--- src/jpeg_mcu_pkg.sv ---
package jpeg_mcu_pkg;

    // raw camera sample, one component
    typedef logic [7:0] pixel_t;

    // sample after the level shift, range -128..127
    typedef logic signed [7:0] sample_t;

    // one RAM word holds eight samples of a block row
    typedef logic [63:0] row_t;

    // one write strobe per byte lane of a row
    typedef logic [7:0] byte_en_t;

    // block order inside one 4:2:0 macroblock
    //   Y0 Y1    U    V
    //   Y2 Y3
    // bit 0 of the code picks the right luma half (and V over U)
    // bit 1 picks the lower luma half
    typedef enum logic [2:0] {
        MCU_Y0 = 3'd0,
        MCU_Y1 = 3'd1,
        MCU_Y2 = 3'd2,
        MCU_Y3 = 3'd3,
        MCU_U  = 3'd4,
        MCU_V  = 3'd5
    } mcu_id_e;

    // level shift applied before the DCT
    localparam pixel_t JPEG_BIAS = 8'd128;

    // rows in one 8x8 block
    localparam int MCU_ROWS = 8;

    // luma lines buffered per stripe, one macroblock high
    localparam int STRIPE_LINES = 16;

endpackage
--- src/mcu_write_port.sv ---
module mcu_write_port #(
    parameter int SENSOR_X_SIZE = 64,
    parameter int SENSOR_Y_SIZE = 64
) (
    input  logic                                 clk,
    input  logic                                 resetn,
    input  jpeg_mcu_pkg::pixel_t                 yuvrgb_in_y_i,
    input  jpeg_mcu_pkg::pixel_t                 yuvrgb_in_u_i,
    input  jpeg_mcu_pkg::pixel_t                 yuvrgb_in_v_i,
    input  logic [2:0]                           yuvrgb_in_valid_i,
    input  logic [$clog2(SENSOR_X_SIZE)-1:0]     pixel_count_i,
    input  logic [$clog2(SENSOR_Y_SIZE)-1:0]     line_count_i,
    input  logic [$clog2(SENSOR_X_SIZE)-1:0]     x_size_m1_i,
    input  logic [$clog2(SENSOR_Y_SIZE)-1:0]     y_size_m1_i,
    input  logic                                 in_full_i,
    input  logic                                 wr_bank_i,
    output logic [$clog2(SENSOR_X_SIZE)+1:0]     y_wa_o,
    output jpeg_mcu_pkg::row_t                   y_wd_o,
    output jpeg_mcu_pkg::byte_en_t               y_wbe_o,
    output logic                                 y_we_o,
    output logic [$clog2(SENSOR_X_SIZE):0]       uv_wa_o,
    output jpeg_mcu_pkg::row_t                   uv_wd_o,
    output jpeg_mcu_pkg::byte_en_t               uv_wbe_o,
    output logic                                 uv_we_o,
    output logic                                 stripe_done_o
);

    localparam int XW = $clog2(SENSOR_X_SIZE);

    jpeg_mcu_pkg::sample_t y_s;
    jpeg_mcu_pkg::sample_t c_s;
    logic                  v_sel;
    logic                  last_line;

    // V rides on odd-x beats, U on even-x beats, never both
    always_comb v_sel = yuvrgb_in_valid_i[2];

    // level shift, 8-bit wrap gives the signed result directly
    always_comb y_s = jpeg_mcu_pkg::sample_t'(yuvrgb_in_y_i - jpeg_mcu_pkg::JPEG_BIAS);
    always_comb begin
        if (v_sel) begin
            c_s = jpeg_mcu_pkg::sample_t'(yuvrgb_in_v_i - jpeg_mcu_pkg::JPEG_BIAS);
        end else begin
            c_s = jpeg_mcu_pkg::sample_t'(yuvrgb_in_u_i - jpeg_mcu_pkg::JPEG_BIAS);
        end
    end

    // luma word address: 8-pixel column, line within stripe, bank
    always_comb y_wa_o  = {pixel_count_i[XW-1:3], line_count_i[3:0], wr_bank_i};
    always_comb y_wd_o  = {8{y_s}};
    always_comb y_wbe_o = jpeg_mcu_pkg::byte_en_t'(1) << pixel_count_i[2:0];
    // a refused beat must not touch the RAM
    always_comb y_we_o  = yuvrgb_in_valid_i[0] && !in_full_i;

    // chroma word address: 16-pixel column, line pair, bank, U/V
    // both lines of a pair share a word, the odd line lands last
    always_comb uv_wa_o  = {pixel_count_i[XW-1:4], line_count_i[3:1], wr_bank_i, v_sel};
    always_comb uv_wd_o  = {8{c_s}};
    // lane is the subsampled column within the block
    always_comb uv_wbe_o = jpeg_mcu_pkg::byte_en_t'(1) << pixel_count_i[3:1];
    always_comb uv_we_o  = (yuvrgb_in_valid_i[1] || yuvrgb_in_valid_i[2]) && !in_full_i;

    // end of stripe on line 15, or on the final line of a short image
    always_comb begin
        last_line = (line_count_i[3:0] == 4'(jpeg_mcu_pkg::STRIPE_LINES - 1)) ||
                    (line_count_i == y_size_m1_i);
    end

    always_comb stripe_done_o = y_we_o && last_line && (pixel_count_i == x_size_m1_i);

    // source must send U and V on separate beats, else one of them is lost
    a_uv_exclusive : assert property (
        @(posedge clk) disable iff (!resetn)
        !(yuvrgb_in_valid_i[1] && yuvrgb_in_valid_i[2])
    );

endmodule

--- config.mk ---
export PLATFORM = sky130hd
export DESIGN_NAME = mcu_write_port
export DESIGN_NICKNAME = d
export VERILOG_FILES = /design/src/jpeg_mcu_pkg.sv /design/src/mcu_write_port.sv
export SDC_FILE = /design/constraint.sdc
export NUM_CORES = 1
export LEC_CHECK = 0
export ABC_AREA = 1
export BUFFER_PORTS_ARGS = -buffer_cell sky130_fd_sc_hd__buf_2
export CAP_MARGIN = 20
export CORE_AREA = 2 2 83 85
export DETAILED_ROUTE_END_ITERATION = 12
export DIE_AREA = 0 0 85 87
export PLACE_DENSITY_LB_ADDON = 0.2
export SYNTH_ARGS = -nofsm -noshare
export SYNTH_HDL_FRONTEND = slang
export SYNTH_SLANG_ARGS = --single-unit
--- constraint.sdc ---
create_clock -name vclk -period 1.03
set_input_delay 0.103 -clock vclk [all_inputs]
set_output_delay 0.103 -clock vclk [all_outputs]
set_load 0.005 [all_outputs]
**Word-level counts from Yosys, hierarchy flattened**

Index checks and enable logic that the tools add are counted.

- Register bits after elaboration: 0
- Latch bits: 0
- RAM bits: 0
- Bits in read-only memories: 0
- Bits of input ports: 55
- Output and inout port bits: 162
- Logic and storage cells: 16
- Memories: 0

- Add/subtract/negate cells: 3
- Multiply operators: 0
- Divide/modulo/power cells: 0
- $lt $le $gt $ge: 0
- Eq/ne operators: 3
- Shift operators: 2
- Muxes and demuxes: 1
- Bitwise operators: 0
- Reduce and logical (&&, ||, !) cells: 7

Operators with widths:

| operator | count |
|---|---|
| 8-bit subtractor, second input constant | 3 |
| 1-bit by 3-bit << shifter with 8-bit output, first input constant | 2 |
| 6-bit == test | 2 |
| 8-bit two-way mux | 1 |
| 4-bit == test, second input constant | 1 |
| 1-bit logical AND | 4 |
| 1-bit logical OR | 2 |
| 1-bit zero test | 1 |

**Depth between registers and ports, before layout**

- Depth in word-level cells: 4
- Depth in mapped cells: 8

**Least setup slack after synthesis**

OpenSTA, ideal clock, no wires.

- Kind: input -> output
- From: in yuvrgb_in_valid_i[2]
- To: out uv_wd_o[15]
- Data arrival time: 0.946 ns
- Required time: 0.927 ns
- Slack: -0.019 ns
- Stages on the path: 3
- Buffers on the path: 2
- Cells stage by stage: buf_2 mux2i_1 buf_4

- Word-level cells in the longest chain between the ends: 1

Ends and longest elaborated chain:

| item | RTL line | source |
|---|---|---|
| start: declaration | mcu_write_port.sv:10 | `input logic [2:0] yuvrgb_in_valid_i,` |
| 8-bit two-way mux | mcu_write_port.sv:41 | `if (v_sel) begin` |
| end: declaration | mcu_write_port.sv:22 | `output jpeg_mcu_pkg::row_t uv_wd_o,` |

No other way between the ends.

**Worst setup path in the final report**

- From: in pixel_count_i[1]
- To: out stripe_done_o

- Word-level cells in the longest chain between the ends: 2

Ends and longest elaborated chain:

| item | RTL line | source |
|---|---|---|
| start: declaration | mcu_write_port.sv:11 | `input logic [$clog2(SENSOR_X_SIZE)-1:0] pixel_count_i,` |
| 6-bit == test | mcu_write_port.sv:69 | `always_comb stripe_done_o = y_we_o && last_line && (pixel_count_i == x_size_m1_i);` |
| 1-bit logical AND | mcu_write_port.sv:69 |  |
| end: declaration | mcu_write_port.sv:25 | `output logic stripe_done_o` |

No other way between the ends.

==> metrics.yaml <==
crit_slowest_cell: "buf_2"
hpwl_um: 2680
fmax_mhz: 1060
initial_core_util: 0.222
critical_path_required_ns: 0.93
gr-total-overflow: 0
die_w_um: 85
endpoint_kind: "output port"
fin_nets: 325
slew_headroom: 0.790
design_area_mm2: 0.00135
drv_cap: 0
final_max_slew_viol_count: 0
critical-path-top-delay-family: "simple AND/OR/NAND/NOR gates"
synth_common_cells: "buf_4, nand2_1, nor2_1"
crit_arrival_ns: 0.84
path_buf_inv: 4
finalSetupViolCount: 0
cpPeakStageDelay_ns: 0.12
cpMostUsedCell: "nand2_1"
die_height_um: 87
p_per_area_mw_per_mm2: 435
vias: 1237
holdWs_ns: 0.206
placed_area_mm2: 0.00134
critical_path_class: "in -> out"
status: "finished, final reports clean"
wl_um: 2900
drtPass1Iterations: 4
clock_buffers: 0
num_io_pins: 217
syn_nets: 303
antenna_left: 0
layout-drive-gt1-share: 0.616
worst_slew_pin_slew_ns: 0.309
cts_setup_buffers: 0
ys_types: 13
numPortBuffers: 149
synthMostInstantiatedCell: "buf_4"
grt_use_total: 0.0657
crit_chain: "buf_2, inv_2, nand2_1, o21ai_1, nor2_1, nand2_1, nor2_2, nand2_1, inv_1, buf_2"
drt-initial-drc-count: 16
rows: 30
seq_area_frac_synth: 0
avgSynthCellArea_um2: 5.89
hp-class: "in -> out"
leakage_nw: 0.996
ys_warn_count: 0
grt_pass1_vias: 925
post-route-period-util: 0.913
startpoint_type: "primary input"
synth.area.top_cells: "buf_4, nand2_1, nor2_1"
finalHoldViolCount: 0
ir_drop_mv: 0.131
antenna-diode-count: 0
dieArea_mm2: 0.00740
period_needed_ns: 0.940
n_sequential_cell: 0
grt_max_degree: 9
place.gp.congestion: 0.713
rsz0062_at_grt: "yes"
total_power_mw: 0.587
synth.top_cell.area_share: 0.689
grt_antenna_before_repair: 0
area_growth_pct: -7.63
cts_hold_buffers: 0
wire_per_inst_um: 8.32
synth_top_cell_by_area: "buf_4"
core_region_area_mm2: 0.00657
syn_inst: 248
syn_area_mm2: 0.00146
vias_per_cell: 3.55
drc: 0
worstPathMaxFanout: 4
regArea_um2: 0
grt_first_pass_wirelength_um: 4170
[report_power, final]
part	leakage, nW	total [mW]	internal [mW]	switching (mW)
sequential	0	0	0	0
clock	0	0	0	0
combinational	0.996	0.587	0.297	0.290
total	0.996	0.587	0.297	0.290
[final timing paths]
| check | from | endpoint | depth (start not counted) |
|---|---|---|---|
| max | pixel_count_i[1] | stripe_done_o | 10 |
| min | yuvrgb_in_y_i[4] | y_wd_o[4] | 0 |
[kinds of logic (layout without fill, tap and decap cells)]
| group | count (synthesis) | after routing | share of synthesized area |
|---|---|---|---|
| AOI/OAI and AO/OA | 4 | 4 | 0.0188 |
| buffers and inverters | 158 | 178 | 0.751 |
| muxes | 1 | 1 | 0.00686 |
| and+or+nand+nor | 85 | 85 | 0.223 |
[routing by layer]
layer,global-route usage,wire length (um),vias to the layer above
met5,0,0,-
met4,0.0173,57,0
met1,0.0712,966,489
li1,-,-,641
met2,0.133,1470,90
met3,0.00758,400,17
[cells in the final DEF, fill, tap and decap left out]
cell / instances
buf_2: 149
nand2_1: 49
nor2_1: 31
inv_1: 19
buf_4: 6
inv_2: 4
nand2_2: 2
o21ai_1: 2
o21ai_2: 2
mux2i_2: 1
nand3_1: 1
nand4_1: 1
nor2_2: 1
[timing repair]
item / 4_1_cts / 5_1_grt
resized for setup: 0 / 5
hold endpoints to repair: 0 / 0
endpoints found under the setup margin: 0 / 37
[stage by stage]
| stage | worst slack (ns) | instances | setup TNS (ns) | utilization |
|---|---|---|---|---|
| 2_1_floorplan | 0.0879 | 248 | 0 | - |
| 3_3_place_gp | 0.0539 | 348 | 0 | 0.205 |
| 3_5_place_dp | 0.0509 | 348 | 0 | 0.205 |
| 4_1_cts | 0.0528 | 348 | 0 | 0.205 |
| 5_1_grt | -0.0605 | 348 | -0.0605 | 0.205 |
| 6_report | 0.0897 | 348 | 0 | 0.205 |
[cell type report]
cell class | count | area (um^2)
Multi-Input combinational cell | 90 | 372
Inverter | 23 | 86.3
Timing Repair Buffer | 155 | 791
Tap cell | 80 | 100
Fill cell | 757 | 5220
Note: power is estimated with default switching activity, not from simulation.
