--- src/jpeg_mcu_pkg.sv ---
package jpeg_mcu_pkg;

    // raw camera sample, one component
    typedef logic [7:0] pixel_t;

    // sample after the level shift, range -128..127
    typedef logic signed [7:0] sample_t;

    // one RAM word holds eight samples of a block row
    typedef logic [63:0] row_t;

    // one write strobe per byte lane of a row
    typedef logic [7:0] byte_en_t;

    // block order inside one 4:2:0 macroblock
    //   Y0 Y1    U    V
    //   Y2 Y3
    // bit 0 of the code picks the right luma half (and V over U)
    // bit 1 picks the lower luma half
    typedef enum logic [2:0] {
        MCU_Y0 = 3'd0,
        MCU_Y1 = 3'd1,
        MCU_Y2 = 3'd2,
        MCU_Y3 = 3'd3,
        MCU_U  = 3'd4,
        MCU_V  = 3'd5
    } mcu_id_e;

    // level shift applied before the DCT
    localparam pixel_t JPEG_BIAS = 8'd128;

    // rows in one 8x8 block
    localparam int MCU_ROWS = 8;

    // luma lines buffered per stripe, one macroblock high
    localparam int STRIPE_LINES = 16;

endpackage
--- src/mcu_read_sequencer.sv ---
module mcu_read_sequencer #(
    parameter int SENSOR_X_SIZE = 64,
    parameter int SENSOR_Y_SIZE = 64
) (
    input  logic                                 clk,
    input  logic                                 resetn,
    input  logic                                 stripe_done_i,
    input  logic                                 di_hold_i,
    input  logic [$clog2(SENSOR_X_SIZE)-1:0]     x_size_m1_i,
    input  logic [$clog2(SENSOR_Y_SIZE)-1:0]     y_size_m1_i,
    output logic                                 in_full_o,
    output logic                                 wr_bank_o,
    output logic [$clog2(SENSOR_X_SIZE)+1:0]     y_ra_o,
    output logic                                 y_re_o,
    output logic [$clog2(SENSOR_X_SIZE):0]       uv_ra_o,
    output logic                                 uv_re_o,
    output logic                                 advance_o,
    output jpeg_mcu_pkg::mcu_id_e                cur_mcu_o,
    output logic [2:0]                           cur_row_o
);

    localparam int XW = $clog2(SENSOR_X_SIZE);

    // stripe pointers, bit 0 is the bank, bit 1 tells full from empty
    logic [1:0]            wptr;
    logic [1:0]            rptr;
    logic                  full;
    logic                  empty;
    logic                  go;
    logic                  row_last;
    logic                  blk_last;
    logic                  rd_release;

    logic [2:0]            row_cnt;
    jpeg_mcu_pkg::mcu_id_e mcu_cnt;
    logic [XW-5:0]         blk_h;

    always_comb empty = (wptr == rptr);
    always_comb full  = (wptr[1] != rptr[1]) && (wptr[0] == rptr[0]);

    always_comb in_full_o = full;
    always_comb wr_bank_o = wptr[0];

    // one row read per cycle while a stripe is waiting and output is free
    always_comb go        = !di_hold_i && !empty;
    always_comb advance_o = go;

    always_comb row_last   = (row_cnt == 3'(jpeg_mcu_pkg::MCU_ROWS - 1));
    always_comb blk_last   = (blk_h == x_size_m1_i[XW-1:4]);
    // last row of V in the rightmost macroblock frees the bank
    always_comb rd_release = go && row_last && (mcu_cnt == jpeg_mcu_pkg::MCU_V) && blk_last;

    always_ff @(posedge clk) begin
        if (!resetn) begin
            wptr <= 2'd0;
        end else if (stripe_done_i) begin
            wptr <= wptr + 2'd1;
        end
    end

    always_ff @(posedge clk) begin
        if (!resetn) begin
            rptr <= 2'd0;
        end else if (rd_release) begin
            rptr <= rptr + 2'd1;
        end
    end

    // row, then block in macroblock, then macroblock across
    always_ff @(posedge clk) begin
        if (!resetn) begin
            row_cnt <= 3'd0;
            mcu_cnt <= jpeg_mcu_pkg::MCU_Y0;
            blk_h   <= '0;
        end else if (go) begin
            row_cnt <= row_cnt + 3'd1;
            if (row_last) begin
                if (mcu_cnt == jpeg_mcu_pkg::MCU_V) begin
                    mcu_cnt <= jpeg_mcu_pkg::MCU_Y0;
                    if (blk_last) begin
                        blk_h <= '0;
                    end else begin
                        blk_h <= blk_h + 1'b1;
                    end
                end else begin
                    mcu_cnt <= jpeg_mcu_pkg::mcu_id_e'(mcu_cnt + 3'd1);
                end
            end
        end
    end

    // luma: column {block, Y1/Y3 half}, line {Y2/Y3 half, row}, bank
    always_comb y_ra_o = {blk_h, mcu_cnt[0], mcu_cnt[1], row_cnt, rptr[0]};
    always_comb y_re_o = go && (mcu_cnt <= jpeg_mcu_pkg::MCU_Y3);

    // chroma: block, line pair, bank, then bit 0 picks V over U
    always_comb uv_ra_o = {blk_h, row_cnt, rptr[0], mcu_cnt[0]};
    always_comb uv_re_o = go && (mcu_cnt >= jpeg_mcu_pkg::MCU_U);

    always_comb cur_mcu_o = mcu_cnt;
    always_comb cur_row_o = row_cnt;

    // at most two stripes in flight, one per bank
    a_ptr_span : assert property (
        @(posedge clk) disable iff (!resetn)
        2'(wptr - rptr) <= 2'd2
    );

    // write port must stop accepting once both banks are taken
    a_no_done_when_full : assert property (
        @(posedge clk) disable iff (!resetn)
        stripe_done_i |-> !full
    );

endmodule

--- config.mk ---
export PLATFORM = sky130hd
export DESIGN_NAME = mcu_read_sequencer
export DESIGN_NICKNAME = d
export VERILOG_FILES = /design/src/jpeg_mcu_pkg.sv /design/src/mcu_read_sequencer.sv
export SDC_FILE = /design/constraint.sdc
export NUM_CORES = 1
export LEC_CHECK = 0
export ABC_AREA = 0
export BUFFER_PORTS_ARGS = -buffer_cell sky130_fd_sc_hd__clkbuf_2
export CAP_MARGIN = 20
export CORE_UTILIZATION = 40
export CTS_BUF_LIST = sky130_fd_sc_hd__clkbuf_4 sky130_fd_sc_hd__clkbuf_8
export DETAILED_ROUTE_END_ITERATION = 8
export GPL_ROUTABILITY_DRIVEN = 1
export PLACE_DENSITY = 0.72
export SLEW_MARGIN = 5
export SYNTH_ARGS = -nofsm -noshare
export SYNTH_HDL_FRONTEND = slang
export SYNTH_SLANG_ARGS = --single-unit
--- constraint.sdc ---
create_clock -name clk -period 2.5 [get_ports clk]
set_clock_uncertainty 0.2 [all_clocks]
set_input_delay 0.125 -clock clk [delete_from_list [all_inputs] [get_ports clk]]
set_output_delay 0.125 -clock clk [all_outputs]
set_load 0.01 [all_outputs]
### Yosys cells after proc, flatten, opt, wreduce, memory -nomap -nowiden

Cells that the tools add are included.

| cells by class | value |
|---|---|
| add/sub/neg operators | 5 |
| order comparisons | 2 |
| equality and inequality tests | 6 |
| muxes and demuxes | 2 |
| reduce and logical (&&, ||, !) cells | 11 |

Operator list:

| cell | number |
|---|---|
| $logic_and 1x1->1 | 7 |
| $add 2x1->2 const B | 3 |
| $add 3x1->3 const B | 2 |
| $eq 3x3->1 const B | 2 |
| $eq 2x2->1 | 2 |
| $ge 3x3->1 const B | 1 |
| $le 3x2->1 const B | 1 |
| $mux 3 | 1 |
| $reduce_and 3->1 | 1 |
| $logic_not 1->1 | 2 |
| $mux 2 | 1 |
| $reduce_and 2->1 | 1 |
| $eq 1x1->1 | 1 |
| $ne 1x1->1 | 1 |

| word-level totals | value |
|---|---|
| register bits after elaboration | 12 |
| output and inout bits | 26 |

### Longest topological paths before layout

| depth | value |
|---|---|
| depth in word-level cells | 6 |
| gate-level depth with buffers | 6 |
| gate-level depth less buffers | 6 |

### Worst setup path after synthesis

OpenSTA, ideal clock, no wires.

| timing path | value |
|---|---|
| kind | register to register |
| start | register row_cnt[0], in the netlist cur_row_o[0] |
| end | register blk_h[1] |
| library setup time | 0.116 ns |
| data arrival time | 1.549 ns |
| data required time | 2.184 ns |
| path slack | 0.635 ns |
| cell stages (with the launch flop) | 7 |
| clock period less this slack | 1.865 ns |
| cell sequence | dfxtp_1 -> ha_1 -> ha_1 -> nand4b_1 -> a211oi_2 -> nand2b_1 -> a31o_2 |

| between the ends | value |
|---|---|
| word-level cells in the longest chain between the ends | 2 |

RTL lines:

| item | line | source |
|---|---|---|
| start, declared | mcu_read_sequencer.sv:34 | `logic [2:0] row_cnt;` |
| start signal, assigned | mcu_read_sequencer.sv:76 | `row_cnt <= row_cnt + 3'd1;` |
| $eq 3x3->1 | mcu_read_sequencer.sv:48 | `always_comb row_last = (row_cnt == 3'(jpeg_mcu_pkg::MCU_ROWS - 1));` |
| $reduce_and 3->1 (no source line) | - |  |
| end signal, assigned | mcu_read_sequencer.sv:83 | `blk_h <= blk_h + 1'b1;` |
| end, declared | mcu_read_sequencer.sv:36 | `logic [XW-5:0] blk_h;` |

Every way passes these cells.
A chain may end at the register's enable or synchronous reset.

### Final worst setup path

| timing path | value |
|---|---|
| start | register row_cnt[1], in the netlist cur_row_o[1] |
| end | register blk_h[1] |

The elaborated chain is that of the path after synthesis.

==> impl_metrics.ini <==
[run_status]
result_of_the_run = complete, no violations

[place]
dpl.hpwl_um = 960
place.detailed.instances = 123
portBuffers = 31
globalplace.congestion = 0.767

[power_and_ir_drop]
pwr_density_cell_nw_per_um2 = 442
worst_ir_drop_vdd_uv = 277
cellLeakagePower_uw = 0.000428

[logic_synthesis]
synth_seq_area_share_pct = 32.6
synthDistinctLibCells = 24
yosys.cell_count.top_type = buf_4
synth.yosys.warnings = 0
syn_avg_cell_area_um2 = 9.10
post_synth_edffs = 0
post_synth_inst_count = 81
synthesis.area_um2 = 737
synth.ff_latch_count = 12
synth_largest_type_area_fraction_pct = 32.6
fraction_of_registers_with_async_set_reset_pct = 0
yosysTopAreaCell = dfxtp_1
synth.area.top_cells = dfxtp_1, buf_4, mux2i_1, xnor2_1, ha_1
post_synthesis_net_count = 100
yosys_most_used_dff = dfxtp_1
ys_top_cells_by_count = buf_4, dfxtp_1, nand2_1

[grt]
grt_overflow = 0
grt_antenna_before_repair = 0
grt_max_degree = 19
grt_first_pass_wirelength_um = 2050
grt.total_usage_pct = 13.9
grt_pass1_vias = 523

[setup_path]
critPathArrivalTime_ns = 1.91
reg_to_reg_start = cur_row_o[1]$_SDFFE_PN0P_
critPathLaunchType = flip-flop
critical_path.startpoint = cur_row_o[1]$_SDFFE_PN0P_
critPathKind = reg -> reg
critical_path.endpoint_type = flip-flop
cp.required_ns = 2.46
critical_path_peak_fanout = 5

[sta]
worst_pin_slew_ns = 0.432
final-setup-viol-count = 0
report.final.hold_viol_count = 0
final_max_tran_viols = 0
fin_hold_ws_ns = 0.0260
setup_tns_ns = 0
timing.final.crit_period_ns = 1.95
max_slew_headroom_pct = 71.2
grt_setup_unrepaired = no
max_clock_freq_mhz = 514
period_utilisation_layout_pct = 77.8

[floorplanning]
core_area_um2 = 1730
fp.dieW_um = 44.9
floorplan.initialDensity_pct = 42.7
die-area_um2 = 2020
num_rows = 15
die_h_um = 44.9
i_o_pin_total = 42

[drt]
drt_pass1_iterations = 3
drt-initial-drc-count = 3
drt-wirelength-per-cell_um = 9.76
detail_route.drc_violations = 0
drt_wl_total_um = 1240
via_count = 580
antenna_violating_nets_post_route = 0
drt-vias-per-instance = 4.57

[run]
maxCapViolCount = 0

[cts]
cts_tree = done
cts-root-buf = clkbuf_4
htreeDepth = 1
cts.sink_count = 12
clk_pin_slew_worst_paths_ns = 0.07
clk_latency_ns = 0.27
cts_max_path_buffers = 2
numCtsBuffers = 3

[hold_path]
hold_path_startpoint = di_hold_i
min_path_type = in -> reg

[finish]
layout-drive-gt1-share_pct = 36.3
synthToLayoutAreaGrowth_pct = 16.0
final-instance-count-excl-fill = 127
finish.net_count = 123
filler_cell_count = 176
layout.core_utilization_pct = 49.5
antenna-diode-count = 0
## power breakdown
group | leakage [uW] | switching [uW] | internal (uW)
clock network | 0.0000138 | 58.3 | 55.7
logic | 0.000317 | 31.7 | 28.4
registers | 0.0000972 | 6.51 | 197
## cell families after synthesis
family	Yosys count	share of synthesized area, %
multiplexers	8	10.9
AO/OA/AOI/OAI	5	5.77
flip-flops	12	32.6
buffers and inverters	15	14.3
adder cells (fa/ha/maj)	3	5.09
AND/OR/NAND/NOR	31	23.1
XOR/XNOR	7	8.32
## layout make-up
cell class	instances	area, um2	share of cell area (%)
clock buffer	3	22.5	2.64
timing repair buffer	32	165	19.3
multi-input combinational	54	392	45.8
inverter	1	3.75	0.439
sequential	12	240	28.1
tap	25	31.3	3.66
## worst max-delay path: stages (launching register included)
cell and delay [ns]:
dfxtp_1 0.40, ha_1 0.17, ha_1 0.18, nand4b_1 0.17, a211oi_2 0.39, nand2b_1 0.09, a31o_2 0.24
## registers in the layout (all words and copies together), names as in the netlist
register	cells
cur_mcu_o	3
blk_h	2
cur_row_o	3
rptr	2
wptr	2
## worst paths after layout
check	slack, ns	cells after the start	end
min	0.03	4	rptr[0]$_SDFFE_PN0P_
max	0.55	6	blk_h[1]$_SDFFE_PN0P_
max reg2reg	0.55	6	blk_h[1]$_SDFFE_PN0P_
min reg2reg	0.29	2	rptr[1]$_SDFFE_PN0P_
## metrics by stage
step,area [um2],setup WS (ns),total power (uW)
after floorplan,737,0.635,251
after global placement,822,0.559,265
after detailed placement,822,0.540,267
after CTS,855,0.532,384
after global routing,855,0.425,401
final,855,0.554,377
## metal layers
metal	GRT usage [%]	share of wire, %	vias up
met5	0	0	-
met4	4.85	0	0
met3	6.00	4.7	0
met2	24.6	49	16
met1	14.6	46	267
li1	-	-	297
## placed cells by master, fill, tap and decap left out
cell type / netlist / layout
clkbuf_2: 0 / 31
dfxtp_1: 12 / 12
nand2_1: 9 / 9
mux2i_1: 8 / 8
xnor2_1: 5 / 5
and2_1: 5 / 5
nor2b_1: 4 / 4
nand2b_1: 4 / 4
ha_1: 3 / 3
clkbuf_4: 0 / 3
nor2_1: 2 / 2
xor2_1: 2 / 2
nand3_1: 2 / 2
a21oi_2: 1 / 1
inv_1: 1 / 1
o21a_1: 1 / 1
nand4b_1: 1 / 1
a211oi_2: 1 / 1
nand4_1: 1 / 1
nand3b_1: 1 / 1
a21oi_1: 1 / 1
and3b_1: 1 / 1
and3_1: 1 / 1
a31o_2: 1 / 1
dlygate4sd3_1: 0 / 1
## repair_timing
item	in CTS	in global routing
resized for setup	0	0
hold buffers	1	0
setup endpoints to repair	0	0
buffers inserted	0	0
hold endpoints to repair	1	0
Note: power is estimated with default switching activity, not from simulation.
