[src/jpeg_mcu_pkg.sv]
package jpeg_mcu_pkg;

    // raw camera sample, one component
    typedef logic [7:0] pixel_t;

    // sample after the level shift, range -128..127
    typedef logic signed [7:0] sample_t;

    // one RAM word holds eight samples of a block row
    typedef logic [63:0] row_t;

    // one write strobe per byte lane of a row
    typedef logic [7:0] byte_en_t;

    // block order inside one 4:2:0 macroblock
    //   Y0 Y1    U    V
    //   Y2 Y3
    // bit 0 of the code picks the right luma half (and V over U)
    // bit 1 picks the lower luma half
    typedef enum logic [2:0] {
        MCU_Y0 = 3'd0,
        MCU_Y1 = 3'd1,
        MCU_Y2 = 3'd2,
        MCU_Y3 = 3'd3,
        MCU_U  = 3'd4,
        MCU_V  = 3'd5
    } mcu_id_e;

    // level shift applied before the DCT
    localparam pixel_t JPEG_BIAS = 8'd128;

    // rows in one 8x8 block
    localparam int MCU_ROWS = 8;

    // luma lines buffered per stripe, one macroblock high
    localparam int STRIPE_LINES = 16;

endpackage
[src/mcu_output_stage.sv]
module mcu_output_stage (
    input  logic                  clk,
    input  logic                  resetn,
    input  logic                  advance_i,
    input  logic                  di_hold_i,
    input  jpeg_mcu_pkg::mcu_id_e cur_mcu_i,
    input  logic [2:0]            cur_row_i,
    input  jpeg_mcu_pkg::row_t    y_rd_i,
    input  jpeg_mcu_pkg::row_t    uv_rd_i,
    output jpeg_mcu_pkg::row_t    di_o,
    output logic                  di_valid_o,
    output logic [2:0]            di_cnt_o
);

    // block of the row now sitting in the RAM output registers
    jpeg_mcu_pkg::mcu_id_e mcu_q;

    always_ff @(posedge clk) begin
        if (advance_i) begin
            mcu_q    <= cur_mcu_i;
            di_cnt_o <= cur_row_i;
        end
    end

    // RAM outputs already hold on stall, the select follows them
    always_comb begin
        if (mcu_q >= jpeg_mcu_pkg::MCU_U) begin
            di_o = uv_rd_i;
        end else begin
            di_o = y_rd_i;
        end
    end

    // valid one cycle after the read, frozen while held
    always_ff @(posedge clk) begin
        if (!resetn) begin
            di_valid_o <= 1'b0;
        end else if (!di_hold_i) begin
            di_valid_o <= advance_i;
        end
    end

    // a stalled row must not change under the consumer
    a_hold_stable : assert property (
        @(posedge clk) disable iff (!resetn)
        (di_valid_o && di_hold_i) |=> (di_valid_o && $stable(di_o) && $stable(di_cnt_o))
    );

endmodule

[config.mk]
export PLATFORM = sky130hd
export DESIGN_NAME = mcu_output_stage
export DESIGN_NICKNAME = d
export VERILOG_FILES = /design/src/jpeg_mcu_pkg.sv /design/src/mcu_output_stage.sv
export SDC_FILE = /design/constraint.sdc
export NUM_CORES = 1
export LEC_CHECK = 0
export BUFFER_PORTS_ARGS = -buffer_cell sky130_fd_sc_hd__buf_2
export CAP_MARGIN = 5
export CORE_AREA = 2 2 79 81
export CTS_BUF_LIST = sky130_fd_sc_hd__clkbuf_2 sky130_fd_sc_hd__clkbuf_4 sky130_fd_sc_hd__clkbuf_8
export DETAILED_ROUTE_END_ITERATION = 7
export DIE_AREA = 0 0 81 83
export GPL_TIMING_DRIVEN = 0
export PLACE_DENSITY = 0.71
export SETUP_SLACK_MARGIN = 0.3
export SLEW_MARGIN = 20
export SYNTH_ARGS = -nofsm -noshare
export SYNTH_HDL_FRONTEND = slang
export SYNTH_SLANG_ARGS = --single-unit
[constraint.sdc]
create_clock -name clk -period 1.8 [get_ports clk]
set_input_delay 0.36 -clock clk [delete_from_list [all_inputs] [get_ports clk]]
set_output_delay 0.36 -clock clk [all_outputs]
set_load 0.05 [all_outputs]
**After elaboration in Yosys (flattened, before gate mapping)**

Index checks and enable logic that the tools add are counted.

- Memory bits (read-only): 0
- Input bits: 138
- Latch bits: 0
- Flip-flop bits (word level): 7
- Memories kept: 0
- Memory bits (writable): 0
- Output and inout bits: 68
- Word-level logic and storage cells: 5

- Bitwise logic cells: 0
- $add $sub $neg: 0
- Muxes and demuxes: 1
- Eq/ne operators: 0
- Multiply operators: 0
- Magnitude comparators: 1
- Div/mod/pow operators: 0
- Reductions and logical operators: 0
- Shifts and indexed selects: 0

Operators with widths:

| operator | count |
|---|---|
| two-way mux 64 bit | 1 |
| >= comparator 3 bit (second input constant) | 1 |

**Longest topological paths before layout**

Gate-level depths: netlist of the first run.

- Depth in word-level cells: 2
- Depth in mapped cells: 3

**Worst setup path before layout of the first run**

No wires, ideal clock.

- Kind: flip-flop to output port
- From: register mcu_q[2]
- To: output port di_o[0]
- Required time: 1,440 ps
- Data arrival time: 1,058 ps
- Stages on the path, launching flop included: 4
- Path slack: 382 ps
- Cells stage by stage: edfxtp_1 -> buf_6 -> buf_12 -> mux2_4

- Cells in the longest elaborated chain, start to end: 2

Ends and longest elaborated chain:

| what | RTL line | text |
|---|---|---|
| from (decl) | mcu_output_stage.sv:16 | `jpeg_mcu_pkg::mcu_id_e mcu_q;` |
| from (signal assigned) | mcu_output_stage.sv:20 | `mcu_q <= cur_mcu_i;` |
| >= comparator 3 bit | mcu_output_stage.sv:27 | `if (mcu_q >= jpeg_mcu_pkg::MCU_U) begin` |
| two-way mux 64 bit | mcu_output_stage.sv:27 |  |
| to (decl) | mcu_output_stage.sv:10 | `output jpeg_mcu_pkg::row_t di_o,` |

No other way between the ends.

**Final worst setup path of the first run**

- From: register mcu_q[2]
- To: output port di_o[17]

The elaborated chain is that of the path after synthesis.

==> results of run 1 <==
cells by family after synthesis:
group                  after synthesis
buffers and inverters                7
flip-flops                           5
multiplexers                        65
AND/OR/NAND/NOR                      1
area by class of cell:
type	instances	area (um^2)
Multi-Input combinational cell	66	962.2
Fill cell	544	2963
Clock buffer	4	48.80
Buffer	7	140.1
Sequential cell	5	140.1
Tap cell	75	93.84
Timing Repair Buffer	205	1468
worst max-delay path by stage:
stage | from | endpoint | slack, ns | depth (start not counted)
final | mcu_q[2] | di_o[17] | 0.01 | 4
after floorplan | mcu_q[2] | di_o[0] | 0.38 | 3
after global routing | mcu_q[2] | di_o[17] | -0.02 | 4
after CTS | mcu_q[2] | di_o[11] | 0.001 | 4
after global placement | mcu_q[2] | di_o[11] | 0.20 | 4
after detailed placement | mcu_q[2] | di_o[7] | 0.19 | 4
sequential cells by signal, indices dropped and copies added (netlist names):
name / flops
mcu_q: 1
di_valid_o: 1
di_cnt_o: 3
routing by layer:
layer	global-route usage	up-vias
li1	-	715
met1	0.1400	698
met2	0.3065	78
met3	0.03587	6
met4	0.04931	0
met5	0	-
report_power, final:
group	leakage, nW	internal [mW]	switching (mW)
Combinational	1.54	0.617	0.733
Sequential	0.0474	0.135	0.00310
Clock	0.0262	0.167	0.0537
Total	1.61	0.919	0.790
timing repair:
action | 4_1_cts | 5_1_grt
buffers inserted | 1 | 0
endpoints found under the hold margin | 0 | 0
pin swaps | 0 | 0
gates resized for setup | 130 | 5
cloned | 0 | 1
endpoints found under the setup margin | 64 | 64
layout by cell type, fill, tap and decap left out:
master / n
buf_12: 7
buf_2: 139
buf_4: 1
buf_6: 59
buf_8: 5
clkbuf_16: 1
clkbuf_4: 1
clkbuf_8: 3
dfxtp_1: 1
edfxtp_1: 4
mux2_2: 4
mux2_4: 60
mux2i_1: 1
nor2b_1: 1
critical path: cells and delay by family, from the launching register on:
| kind | cells | cell delay (ns) |
|---|---|---|
| DFF | 1 | 0.41 |
| buffers and inverters | 3 | 0.49 |
| muxes | 1 | 0.31 |
==> results by stage, run 1 <==
Critical path:
- The critical path in this run is classified as flop to primary output.
- The largest individual stage delay along the critical path comes from the cell edfxtp_1.
- The startpoint class of the critical path is a flop.
- In this run the critical register-to-register path is launched from di_valid_o.
- The cell that appears most often on the critical path is buf_12.
- The number of cells on the worst reg-to-reg path is 2.
- For this run, the slowest stage of the critical path takes 0.41 ns.
- For the worst setup path, the data required time is 1.44 ns.
- Across all register-to-register paths, the minimum setup slack is 1.21 ns.
- The data arrival at the endpoint of the critical path is 1.43 ns.
- The critical path goes through buf_12, buf_12, mux2_4, buf_6.
- The worst setup path is captured at a primary output.
- The worst register-to-register path ends at di_valid_o.
- In this run the worst path has a maximum fanout of 10.

Logic synthesis:
- The yosys synthesis warning count is 0.
- The count of flip-flops with a built-in enable after synthesis is 4.
- Of the total synthesized cell area, the portion taken by AND, OR, NAND and NOR gates is 0.005071.
- By area the synthesized netlist is led by mux2_4, buf_12, edfxtp_1.
- The average instance area after synthesis is 15.82 um^2.
- The async set-or-reset flop fraction in the synthesized netlist is 0.
- Among all flip-flop cells after synthesis, the most frequent one is edfxtp_1.
- The gate count of the mapped netlist is 78.
- Of the synthesized area, sequential elements account for 0.1136.
- The distinct cell type count after synthesis is 8.
- Yosys instantiated no cell more often than mux2_4.
- Ranked by instance count, the synthesized netlist is headed by mux2_4, buf_12, edfxtp_1, mux2_2.
- The mux contribution to synthesized area is 0.7748.
- The number of nets in the synthesized netlist is 216.
- The cell accounting for the most synthesized area is mux2_4.
- After synthesis, the largest family of logic cells by area is multiplexers.
- Of the post-synthesis cell area, the dominant cell type holds 0.7302.
- The area of the mapped netlist is 1234 um^2.
- The fraction of the mapped netlist area in compound gates is 0.
- Of the total synthesized cell area, the portion taken by full adders, half adders and majority gates is 0.
- The flip-flop and latch count after synthesis is 5.
- Of the total synthesized cell area, the portion taken by XOR and XNOR cells is 0.

STA:
- Setup repair after global routing could not meet its margin everywhere.
- The number of hold violations in the final report is 0.
- The worst-case headroom to the max-slew limit is 0.8291.
- Setup violations remaining at the end of the flow were counted as 0.
- The least setup slack across all paths after layout is 0.01012 ns.
- The max-slew violation count is 0.
- The worst slack on hold paths is 0.3153 ns.
- The transition time at the pin with the least slew margin is 0.2581 ns.
- On the final layout, the worst clock skew is 0 ns.
- The final critical-path required period is 1.790 ns.
- For the final routed database, the setup TNS stands at 0 ns.
- The final cycle utilization of the critical path is 0.9944.
- For this run, the top clock speed supported by timing is 0.5587 GHz.

Floorplanning:
- The floorplan die width is 81 um.
- The area inside the core boundary is 5816 um^2.
- The total die area is 6723 um^2.
- From bottom edge to top edge, the die measures 83 um.
- In this run the core area contains 28 standard-cell rows.
- The number of placed I/O pins is 206.
- The initial utilization of the core area, before any placement, comes to 0.2121.

CTS:
- The maximum clock path buffer count is 2.
- The clock slew at the register clock pins of the worst setup and hold paths is 0.04 ns.
- Counting the buffers created by CTS gives 3.
- The total clock sinks is 5.
- In this run the number of H-tree levels came out at 1.
- The clock tree from TritonCTS is done.
- CTS placed an instance of clkbuf_8 at the clock tree root.
- The later-pin clock latency in the skew report is 0.22 ns.
- For this design, the CTS-stage hold fixing added 0 buffers.

Finish:
- 0 antenna diodes ended up in the layout.
- At the end of the flow the core is filled with cells to 0.4905.
- The synthesis-to-layout area growth is 131.2%.
- The fraction of layout instances using a drive strength above 1 is 0.9756.
- The number of nets in the layout is 426.
- Summing all non-filler instances in the final layout gives an area of 2853 um^2.
- Once layout is complete, the cells apart from fillers number 362.

Hold path:
- In this run the worst hold path is classified as input port to flop.
- For hold timing, the worst endpoint is di_cnt_o[2].
- The startpoint of the most critical hold path is cur_row_i[2].
- Along the worst hold path, the cell count comes to 1.

Drt:
- The average wire per cell in the routed design is 15.06 um.
- The average vias per placed instance is 4.135.
- Before antenna repair, the detailed router went through 4 iterations.
- After detailed routing, the wire length on met1 is 1.700 mm.
- The met2 layer wire length in the routed design is 3.260 mm.
- The total wire length is 5.451 mm.
- The DRC violation count after routing is 0.
- The detailed route wirelength on metal3 is 419 um.
- The highest layer touched by signal routing is met4.
- In this run the remaining antenna-violating nets after routing total 0.
- For this block, the initial DRC count from the detailed router was 22.
- Across all layers, the routed design uses 1,497 vias.

GRT:
- The initial antenna violation count came to 0.
- The overall track demand over capacity in global routing is 0.1511.
- The number of global-route vias before repair is 1,631.
- Entering global routing, the biggest net connects 11 pins.
- The global route total overflow is 0.
- The first global-routing pass estimated 7.990 mm of wire.

Power:
- The static leakage is 1.615 nW.
- The power density over cell area is 598.9 nW/um^2.
- The total power of the final layout is 1.709 mW.
- The largest vdd supply drop is 0.4743 mV.

Placed design:
- The worst slack at placement is 0.1884 ns.
- The area of placed instances is 2344 um^2.
- Detailed placement ended at an HPWL of 4.369 mm.
- In this run, placement finished with an instance count of 356.
- The count of buffers added on input and output ports is 203.
- The weighted congestion at the end of routability-driven global placement is 0.7771.

Flow run:
- The number of max-capacitance violations reported is 0.

Run status:
- The run finished with clean final reports.
(Power assumes the default switching activity.)
==> run 2: changes to the inputs <==
Settings changed: CORE_AREA 2 2 79 81 to 5 5 78 80, DIE_AREA 0 0 81 83 to 0 0 83 85, PLACE_DENSITY 0.71 to 0.77.
==> results by stage, run 2 (synthesized netlist as in run 1, its figures left out) <==
Run status:
- The flow ran to the end, but the final reports show violations.
- The final reports fail on negative setup slack.

CTS:
- The depth of the CTS H-tree is 1 (unchanged).
- The total of hold buffers inserted after clock tree synthesis was 0 (unchanged).
- The maximum clock path buffer count was 2 (unchanged).
- The clock slew at the register clock pins of the worst setup and hold paths is 0.04 ns (about the same).
- The number of CTS-inserted buffers came to 3 (unchanged).
- The total clock sinks is 5 (unchanged).
- TritonCTS built the clock tree.
- The buffer type at the clock tree root is clkbuf_8.
- The later-pin clock latency in the skew report was 0.23 ns (about the same).

Hold path:
- The startpoint identified for the worst hold timing path is cur_row_i[0].
- The number of instances on the worst hold path was 1 (unchanged).
- The worst hold endpoint is di_cnt_o[0].
- The path type of the worst min-delay path is input port to flop.

Drt:
- The iteration count of the initial detailed-routing pass is 2 (-2).
- The DRC violation count after routing is 0 (unchanged).
- The average wire per cell in the routed design is 15.72 um (+4.4%).
- The vias after detailed routing was 1,524 (+1.8%).
- The average vias per placed instance is 4.269 (+3.2%).
- The count of antenna-violating nets left after detailed routing is 0 (unchanged).
- The number of DRC violations after detailed-routing iteration 0 is 7 (-68%).
- The total wire length came to 5.611 mm (+2.9%).

GRT:
- The initial antenna violation count is 0 (unchanged).
- The number of global-route vias before repair is 1,794 (+10%).
- The maximum number of pins on one net before global-route repair is 11 (unchanged).
- The overall track demand over capacity in global routing came to 0.1438 (-0.007329).
- The global-route wire length before repair is 8.369 mm (+4.7%).
- The global route total overflow was 0 (unchanged).

Finish:
- The number of flip-flops in the largest register is 3 (unchanged).
- The cell area after layout is 2542 um^2 (-11%).
- Leaving out fill and tap cells, the most frequent cell in the layout is buf_2.
- The register with the most flip-flops is di_cnt_o.
- The number of fill cells is 522 (-4.0%).
- The final antenna diode count is 0 (unchanged).
- The number of nets in the layout is 424 (-0.47%).
- The area of the multi-input gates was 962.2 um^2 (unchanged).
- The fraction of layout instances using a drive strength above 1 is 0.9754 (about the same).
- The utilization after layout was 0.4763 (-0.01421).
- The storage element area was 140.1 um^2 (unchanged).
- In the layout the commonest cells are buf_2, mux2_4, buf_4, buf_12.
- The largest registers in the layout are di_cnt_o: 3 flops, di_valid_o: 1 flops, mcu_q: 1 flops.
- Relative to the synthesized area, the layout overhead comes to 106.1%.

STA:
- Setup repair after global routing could not meet its margin everywhere.
- The number of setup violations in the final report came to 15 (+15).
- The max-slew violation count was 0 (unchanged).
- The worst setup skew after layout is 0 ns (unchanged).
- The final cycle utilization of the critical path came to 1.005 (+0.01081).
- The transition time at the pin with the least slew margin was 0.2632 ns (+0.005127 ns).
- The worst-case headroom to the max-slew limit is 0.8257 (-0.003395).
- The number of hold violations in the final report is 0 (unchanged).
- The accumulated negative setup slack was -0.05667 ns (-0.05667 ns).
- The least setup slack across all paths after layout is -0.009338 ns (-0.01946 ns).
- The maximum operating frequency came to 0.5527 GHz (-1.1%).
- The final critical-path required period came to 1.809 ns (+0.01946 ns).

Floorplanning:
- The area inside the core boundary is 5338 um^2 (-8.2%).
- The number of placed I/O pins is 206 (unchanged).
- The height of the die came to 85 um (+2.4%).
- The placement row count was 27 (-3.6%).
- The total die area was 7055 um^2 (+4.9%).
- The initial cell density of the core is 0.2311 (+0.01900).
- The floorplan die width is 83 um (+2.5%).

Critical path:
- On the critical path the largest part of the delay comes from buffers and inverters.
- The worst register-to-register path begins at di_valid_o.
- The required time reported for the critical path endpoint is 1.44 ns (about the same).
- STA classifies the critical path startpoint as a flop.
- On the critical path, the stage with the largest delay is an instance of edfxtp_1.
- The count of buffer and inverter cells on the critical path is 3 (unchanged).
- STA classifies the critical path endpoint as a primary output.
- The cell count of the worst reg-to-reg path is 2 (unchanged).
- The delay contributed by the slowest stage of the critical path is 0.39 ns (-0.02 ns).
- The minimum setup slack among reg-to-reg paths is 1.19 ns (-0.02 ns).
- The setup path with the least slack is of type flop to primary output.
- The data arrival at the endpoint of the critical path was 1.45 ns (+0.02 ns).
- The endpoint of the lowest-slack register-to-register path is di_valid_o.
- The worst-path maximum fanout was 10 (unchanged).
- The signal on the critical path passes through buf_8, buf_12, mux2_4, buf_4.

Placed design:
- The weighted congestion at the end of routability-driven global placement is 0.9058 (+17%).
- The area of placed instances is 2340 um^2 (-0.16%).
- The HPWL after detailed placement came to 5.127 mm (+17%).
- The count of input and output buffers came to 203 (unchanged).

Power:
- The largest vdd supply drop came to 0.4512 mV (-4.9%).
- The static leakage is 1.505 nW (-6.8%).
- The power density over cell area is 621.8 nW/um^2 (+3.8%).
- The total power of the final layout came to 1.581 mW (-7.5%).

Flow run:
- The number of max-capacitance violations reported was 0 (unchanged).
==> run 2: cell types whose count changed in the layout (fill, tap and decap cells not counted) <==
cell | before | now
buf_4 | 1 | 60
buf_12 | 7 | 6
buf_2 | 139 | 143
buf_8 | 5 | 1
clkbuf_16 | 1 | 0
buf_6 | 59 | 0
==> run 2: layout make-up <==
type                            instances  share of cell area
Buffer                                  7             0.05315
Multi-Input combinational cell         66              0.3784
Timing Repair Buffer                  203              0.4587
Clock buffer                            4             0.01919
Sequential cell                         5             0.05512
Tap cell                               72             0.03543
==> run 2: power by group <==
group	switching [mW]	leakage [nW]	total [mW]	internal, mW
Sequential	0.00287	0.0474	0.138	0.135
Clock	0.0613	0.0262	0.229	0.168
Combinational	0.705	1.43	1.21	0.509
Total	0.769	1.51	1.58	0.812
==> run 2: repair_timing <==
action,CTS,global route
setup buffers,0,0
resized for setup,61,0
endpoints found under the setup margin,64,64
==> run 2: worst reg2reg max path, delay by kind of cell (launching register included) <==
family / cells / cell delay (ns)
AND/OR/NAND/NOR: 1 / 0.06
multiplexers: 1 / 0.13
flip-flops: 1 / 0.30
==> run 2: worst max-delay path by stage <==
stage / slack [ns] / depth (start not counted) / startpoint / end
2_1_floorplan: 0.38 / 3 / mcu_q[2] / di_o[0]
3_3_place_gp: 0.21 / 4 / mcu_q[2] / di_o[16]
3_5_place_dp: 0.20 / 4 / mcu_q[2] / di_o[16]
4_1_cts: -0.02 / 4 / mcu_q[2] / di_o[16]
5_1_grt: -0.06 / 4 / mcu_q[2] / di_o[16]
6_report: -0.009 / 4 / mcu_q[2] / di_o[35]
==> run 2: per-layer routing <==
metal,part of all wire,wire [um],track usage
met1,0.31,1752,0.1268
met2,0.57,3226,0.3010
met3,0.078,437,0.03689
met4,0.035,195,0.06092
met5,0,0,0
==> run 2: per-stage QoR <==
step / hold slack, ns / cells / worst slack [ns]
after global routing: 0.3034 / 357 / -0.05790
after detailed placement: 0.5316 / 353 / 0.1985
after floorplan: 0.4589 / 78 / 0.3816
after global placement: 0.5000 / 353 / 0.2084
final: 0.3128 / 357 / -0.009338
after CTS: 0.3065 / 357 / -0.02283
==> run 3: changes to the inputs <==
--- a/config.mk
+++ b/config.mk
@@ -7,10 +7,10 @@
 export LEC_CHECK = 0
+export ABC_AREA = 1
 export BUFFER_PORTS_ARGS = -buffer_cell sky130_fd_sc_hd__buf_2
 export CAP_MARGIN = 5
-export CORE_AREA = 5 5 78 80
+export CORE_AREA = 5 5 76 78
 export CTS_BUF_LIST = sky130_fd_sc_hd__clkbuf_2 sky130_fd_sc_hd__clkbuf_4 sky130_fd_sc_hd__clkbuf_8
 export DETAILED_ROUTE_END_ITERATION = 7
-export DIE_AREA = 0 0 83 85
-export GPL_TIMING_DRIVEN = 0
-export PLACE_DENSITY = 0.77
+export DIE_AREA = 0 0 81 83
+export PLACE_DENSITY = 0.84
 export SETUP_SLACK_MARGIN = 0.3
--- a/constraint.sdc
+++ b/constraint.sdc
@@ -3,2 +3,2 @@
 set_output_delay 0.36 -clock clk [all_outputs]
-set_load 0.05 [all_outputs]
+set_load 0.02 [all_outputs]
==> results by stage, run 3 <==
Run status:
- The flow ran to the end, and the final reports show no timing, DRC or antenna violations.

Logic synthesis:
- The flip-flop and latch count after synthesis is 5 (unchanged).
- The area of the mapped netlist was 1408 um^2 (+14%).
- The async set-or-reset flop fraction in the synthesized netlist is 0 (unchanged).
- By count the netlist is led by inv_1, o21ai_2, nand2_1, buf_6.
- The count of flip-flops with a built-in enable after synthesis was 4 (unchanged).
- The sequential share of the synthesized area is 0.09956 (-0.01403).
- The net count after synthesis is 354 (+64%).
- The gate count of the mapped netlist is 216 (+180%).
- Among all flip-flop cells after synthesis, the most frequent one is edfxtp_1.
- The cell accounting for the most synthesized area is o21ai_2.
- The yosys synthesis warning count is 0 (unchanged).
- In the post-synthesis netlist, the biggest area contributors are o21ai_2, inv_1, nand2_1.
- The distinct cell type count after synthesis was 11 (+3).
- inv_1 is the most common cell in the netlist.
- The share of Yosys cell area claimed by the top area cell type is 0.3982 (-0.3320).
- The average instance area after synthesis was 6.517 um^2 (-59%).

Drt:
- Signal routing reaches up to met4.
- The DRC violation count after routing is 0 (unchanged).
- The average wire per cell in the routed design is 13.40 um (-15%).
- The iteration count of the initial detailed-routing pass is 4 (+2).
- The met2 layer wire length in the routed design is 3.643 mm (+13%).
- The detailed route wirelength on metal3 is 620 um (+42%).
- The total wire length is 6.541 mm (+17%).
- The average vias per placed instance is 4.309 (+0.95%).
- The vias after detailed routing is 2,103 (+38%).
- The number of DRC violations after detailed-routing iteration 0 is 16 (+9).
- The routed metal-1 wire length is 2.119 mm (+21%).
- The count of antenna-violating nets left after detailed routing is 0 (unchanged).

Finish:
- From synthesis to final layout, the design area changed by 111.6%.
- The number of flip-flops in the largest register is 3 (unchanged).
- The largest registers in the layout are di_cnt_o: 3 flops, di_valid_o: 1 flops, mcu_q: 1 flops.
- The register with the most flip-flops is di_cnt_o.
- The count of placed standard cells in the final layout, fillers left out is 488 (+37%).
- Leaving out fill and tap cells, the most frequent cell in the layout is buf_2.
- The fraction of layout instances using a drive strength above 1 is 0.6962 (-0.2793).
- The number of nets in the layout is 557 (+31%).
- The top cell types in the final layout, fill and taps aside, are buf_2, inv_1, nand2_1, o21ai_2, buf_6.
- The cell area after layout is 2979 um^2 (+17%).
- The final antenna diode count is 0 (unchanged).
- The utilization after layout is 0.5947 (+0.1183).

CTS:
- The total clock sinks is 5 (unchanged).
- The later-pin clock latency in the skew report is 0.22 ns (about the same).
- The depth of the CTS H-tree came to 1 (unchanged).
- Clock tree synthesis selected as its root buffer the cell clkbuf_8.
- The maximum clock path buffer count is 2 (unchanged).
- The clock slew at the register clock pins of the worst setup and hold paths is 0.03 ns (about the same).
- The number of CTS-inserted buffers is 3 (unchanged).
- The total of hold buffers inserted after clock tree synthesis is 0 (unchanged).
- The clock tree from TritonCTS is done.

GRT:
- The number of global-route vias before repair is 2,147 (+20%).
- The maximum number of pins on one net before global-route repair was 35 (+24).
- The global route total overflow is 0 (unchanged).
- The initial antenna violation count is 0 (unchanged).
- The global-route wire length before repair is 9.646 mm (+15%).
- The overall track demand over capacity in global routing came to 0.1767 (+0.03298).

STA:
- The worst slack on hold paths is 0.3176 ns (+0.004723 ns).
- The maximum operating frequency was 0.5991 GHz (+8.4%).
- The accumulated negative setup slack is 0 ns (+0.05667 ns).
- The worst-case headroom to the max-slew limit is 0.8897 (+0.06400).
- The final critical-path required period is 1.669 ns (-0.1402 ns).
- The worst setup skew after layout is 0 ns (unchanged).
- The number of setup violations in the final report was 0 (-15).
- The least setup slack across all paths after layout is 0.1309 ns (+0.1402 ns).
- The transition time at the pin with the least slew margin is 0.1654 ns (-0.09782 ns).
- The final cycle utilization of the critical path is 0.9273 (-0.07789).
- The max-slew violation count is 0 (unchanged).
- Setup repair after global routing could not meet its margin everywhere.
- The number of hold violations in the final report is 0 (unchanged).

Floorplanning:
- The floorplan die width is 81 um (-2.4%).
- The number of placed I/O pins is 206 (unchanged).
- The total die area is 6723 um^2 (-4.7%).
- The height of the die came to 83 um (-2.4%).
- The initial cell density of the core was 0.2810 (+0.04984).
- The placement row count is 26 (-3.7%).
- The area inside the core boundary came to 5010 um^2 (-6.1%).

Critical path:
- The kind of end point of the critical path is a primary output.
- The critical setup path kind is flop to primary output.
- The startpoint class of the critical path is a flop.
- The worst-path maximum fanout was 17 (+7).
- The data arrival at the endpoint of the critical path is 1.31 ns (-0.14 ns).
- The required time reported for the critical path endpoint was 1.44 ns (about the same).

Placed design:
- The weighted congestion at the end of routability-driven global placement came to 0.8091 (-11%).
- The worst slack at placement is 0.2538 ns (+0.05533 ns).
- The count of input and output buffers was 203 (unchanged).
- The HPWL after detailed placement is 4.597 mm (-10%).
- The instance count after placement with tap cells included came to 477 (+35%).
- The area of placed instances was 2354 um^2 (+0.59%).

Power:
- The power density over cell area came to 477.8 nW/um^2 (-23%).
- The static leakage came to 1.759 nW (+17%).
- The largest vdd supply drop is 0.4724 mV (+4.7%).
- The total power of the final layout came to 1.423 mW (-10%).

Hold path:
- The path type of the worst min-delay path is input port to flop.

Flow run:
- The number of max-capacitance violations reported is 0 (unchanged).
-- run 3: cell types whose count changed in the layout (fill, tap and decap cells not counted), sizes merged --
cell and delta:
nor2 +2, o21ai +64, buf +2, nor2b -1, nand2 +66, mux2i -1
mux2 -64, inv +65
-- run 3: cell families (layout without fill, tap and decap cells) --
kind of cell    Yosys count  count (layout)  share of synthesized area
buf+inv                  79             281                     0.3138
compound gates           64              64                     0.3982
flops                     5               5                    0.09956
simple gates             68              68                     0.1884
-- run 3: power breakdown --
group          total (mW)  internal [mW]  switching [mW]
Sequential          0.139          0.135         0.00383
Clock               0.219          0.167          0.0519
Combinational        1.07          0.513           0.552
-- run 3: final timing paths --
| path | start | endpoint | slack [ns] | cells past startpoint |
|---|---|---|---|---|
| max | mcu_q[2] | di_o[46] | 0.13 | 4 |
| min | cur_row_i[1] | di_cnt_o[1] | 0.32 | 1 |
| max reg2reg | di_valid_o | di_valid_o | 1.18 | 4 |
| min reg2reg | di_valid_o | di_valid_o | 0.55 | 4 |
-- run 3: critical path: stages (launching register included) --
cell      delay [ns]
edfxtp_1        0.43
buf_6           0.18
buf_16          0.17
o21ai_4         0.17
buf_6           0.14
-- run 3: routing by layer --
layer,track usage,vias to the layer above
met2,0.3518,121
met4,0.05530,0
met5,0,-
met3,0.04654,16
met1,0.1678,911
li1,-,1055
-- run 3: final cells by class --
cell class	count	area [um^2]
fillers	441	2031
clock buffers	4	48.80
multi-input cells	132	933.4
inverters	65	244.0
well taps	70	87.58
flip-flops and latches	5	140.1
repair buffers	212	1525
-- run 3: repair_timing --
action / 4_1_cts / 5_1_grt
resized for setup: 113 / 20
pin swaps: 21 / 1
gates cloned: 4 / 0
endpoints found under the setup margin: 64 / 64
buffers inserted: 3 / 0
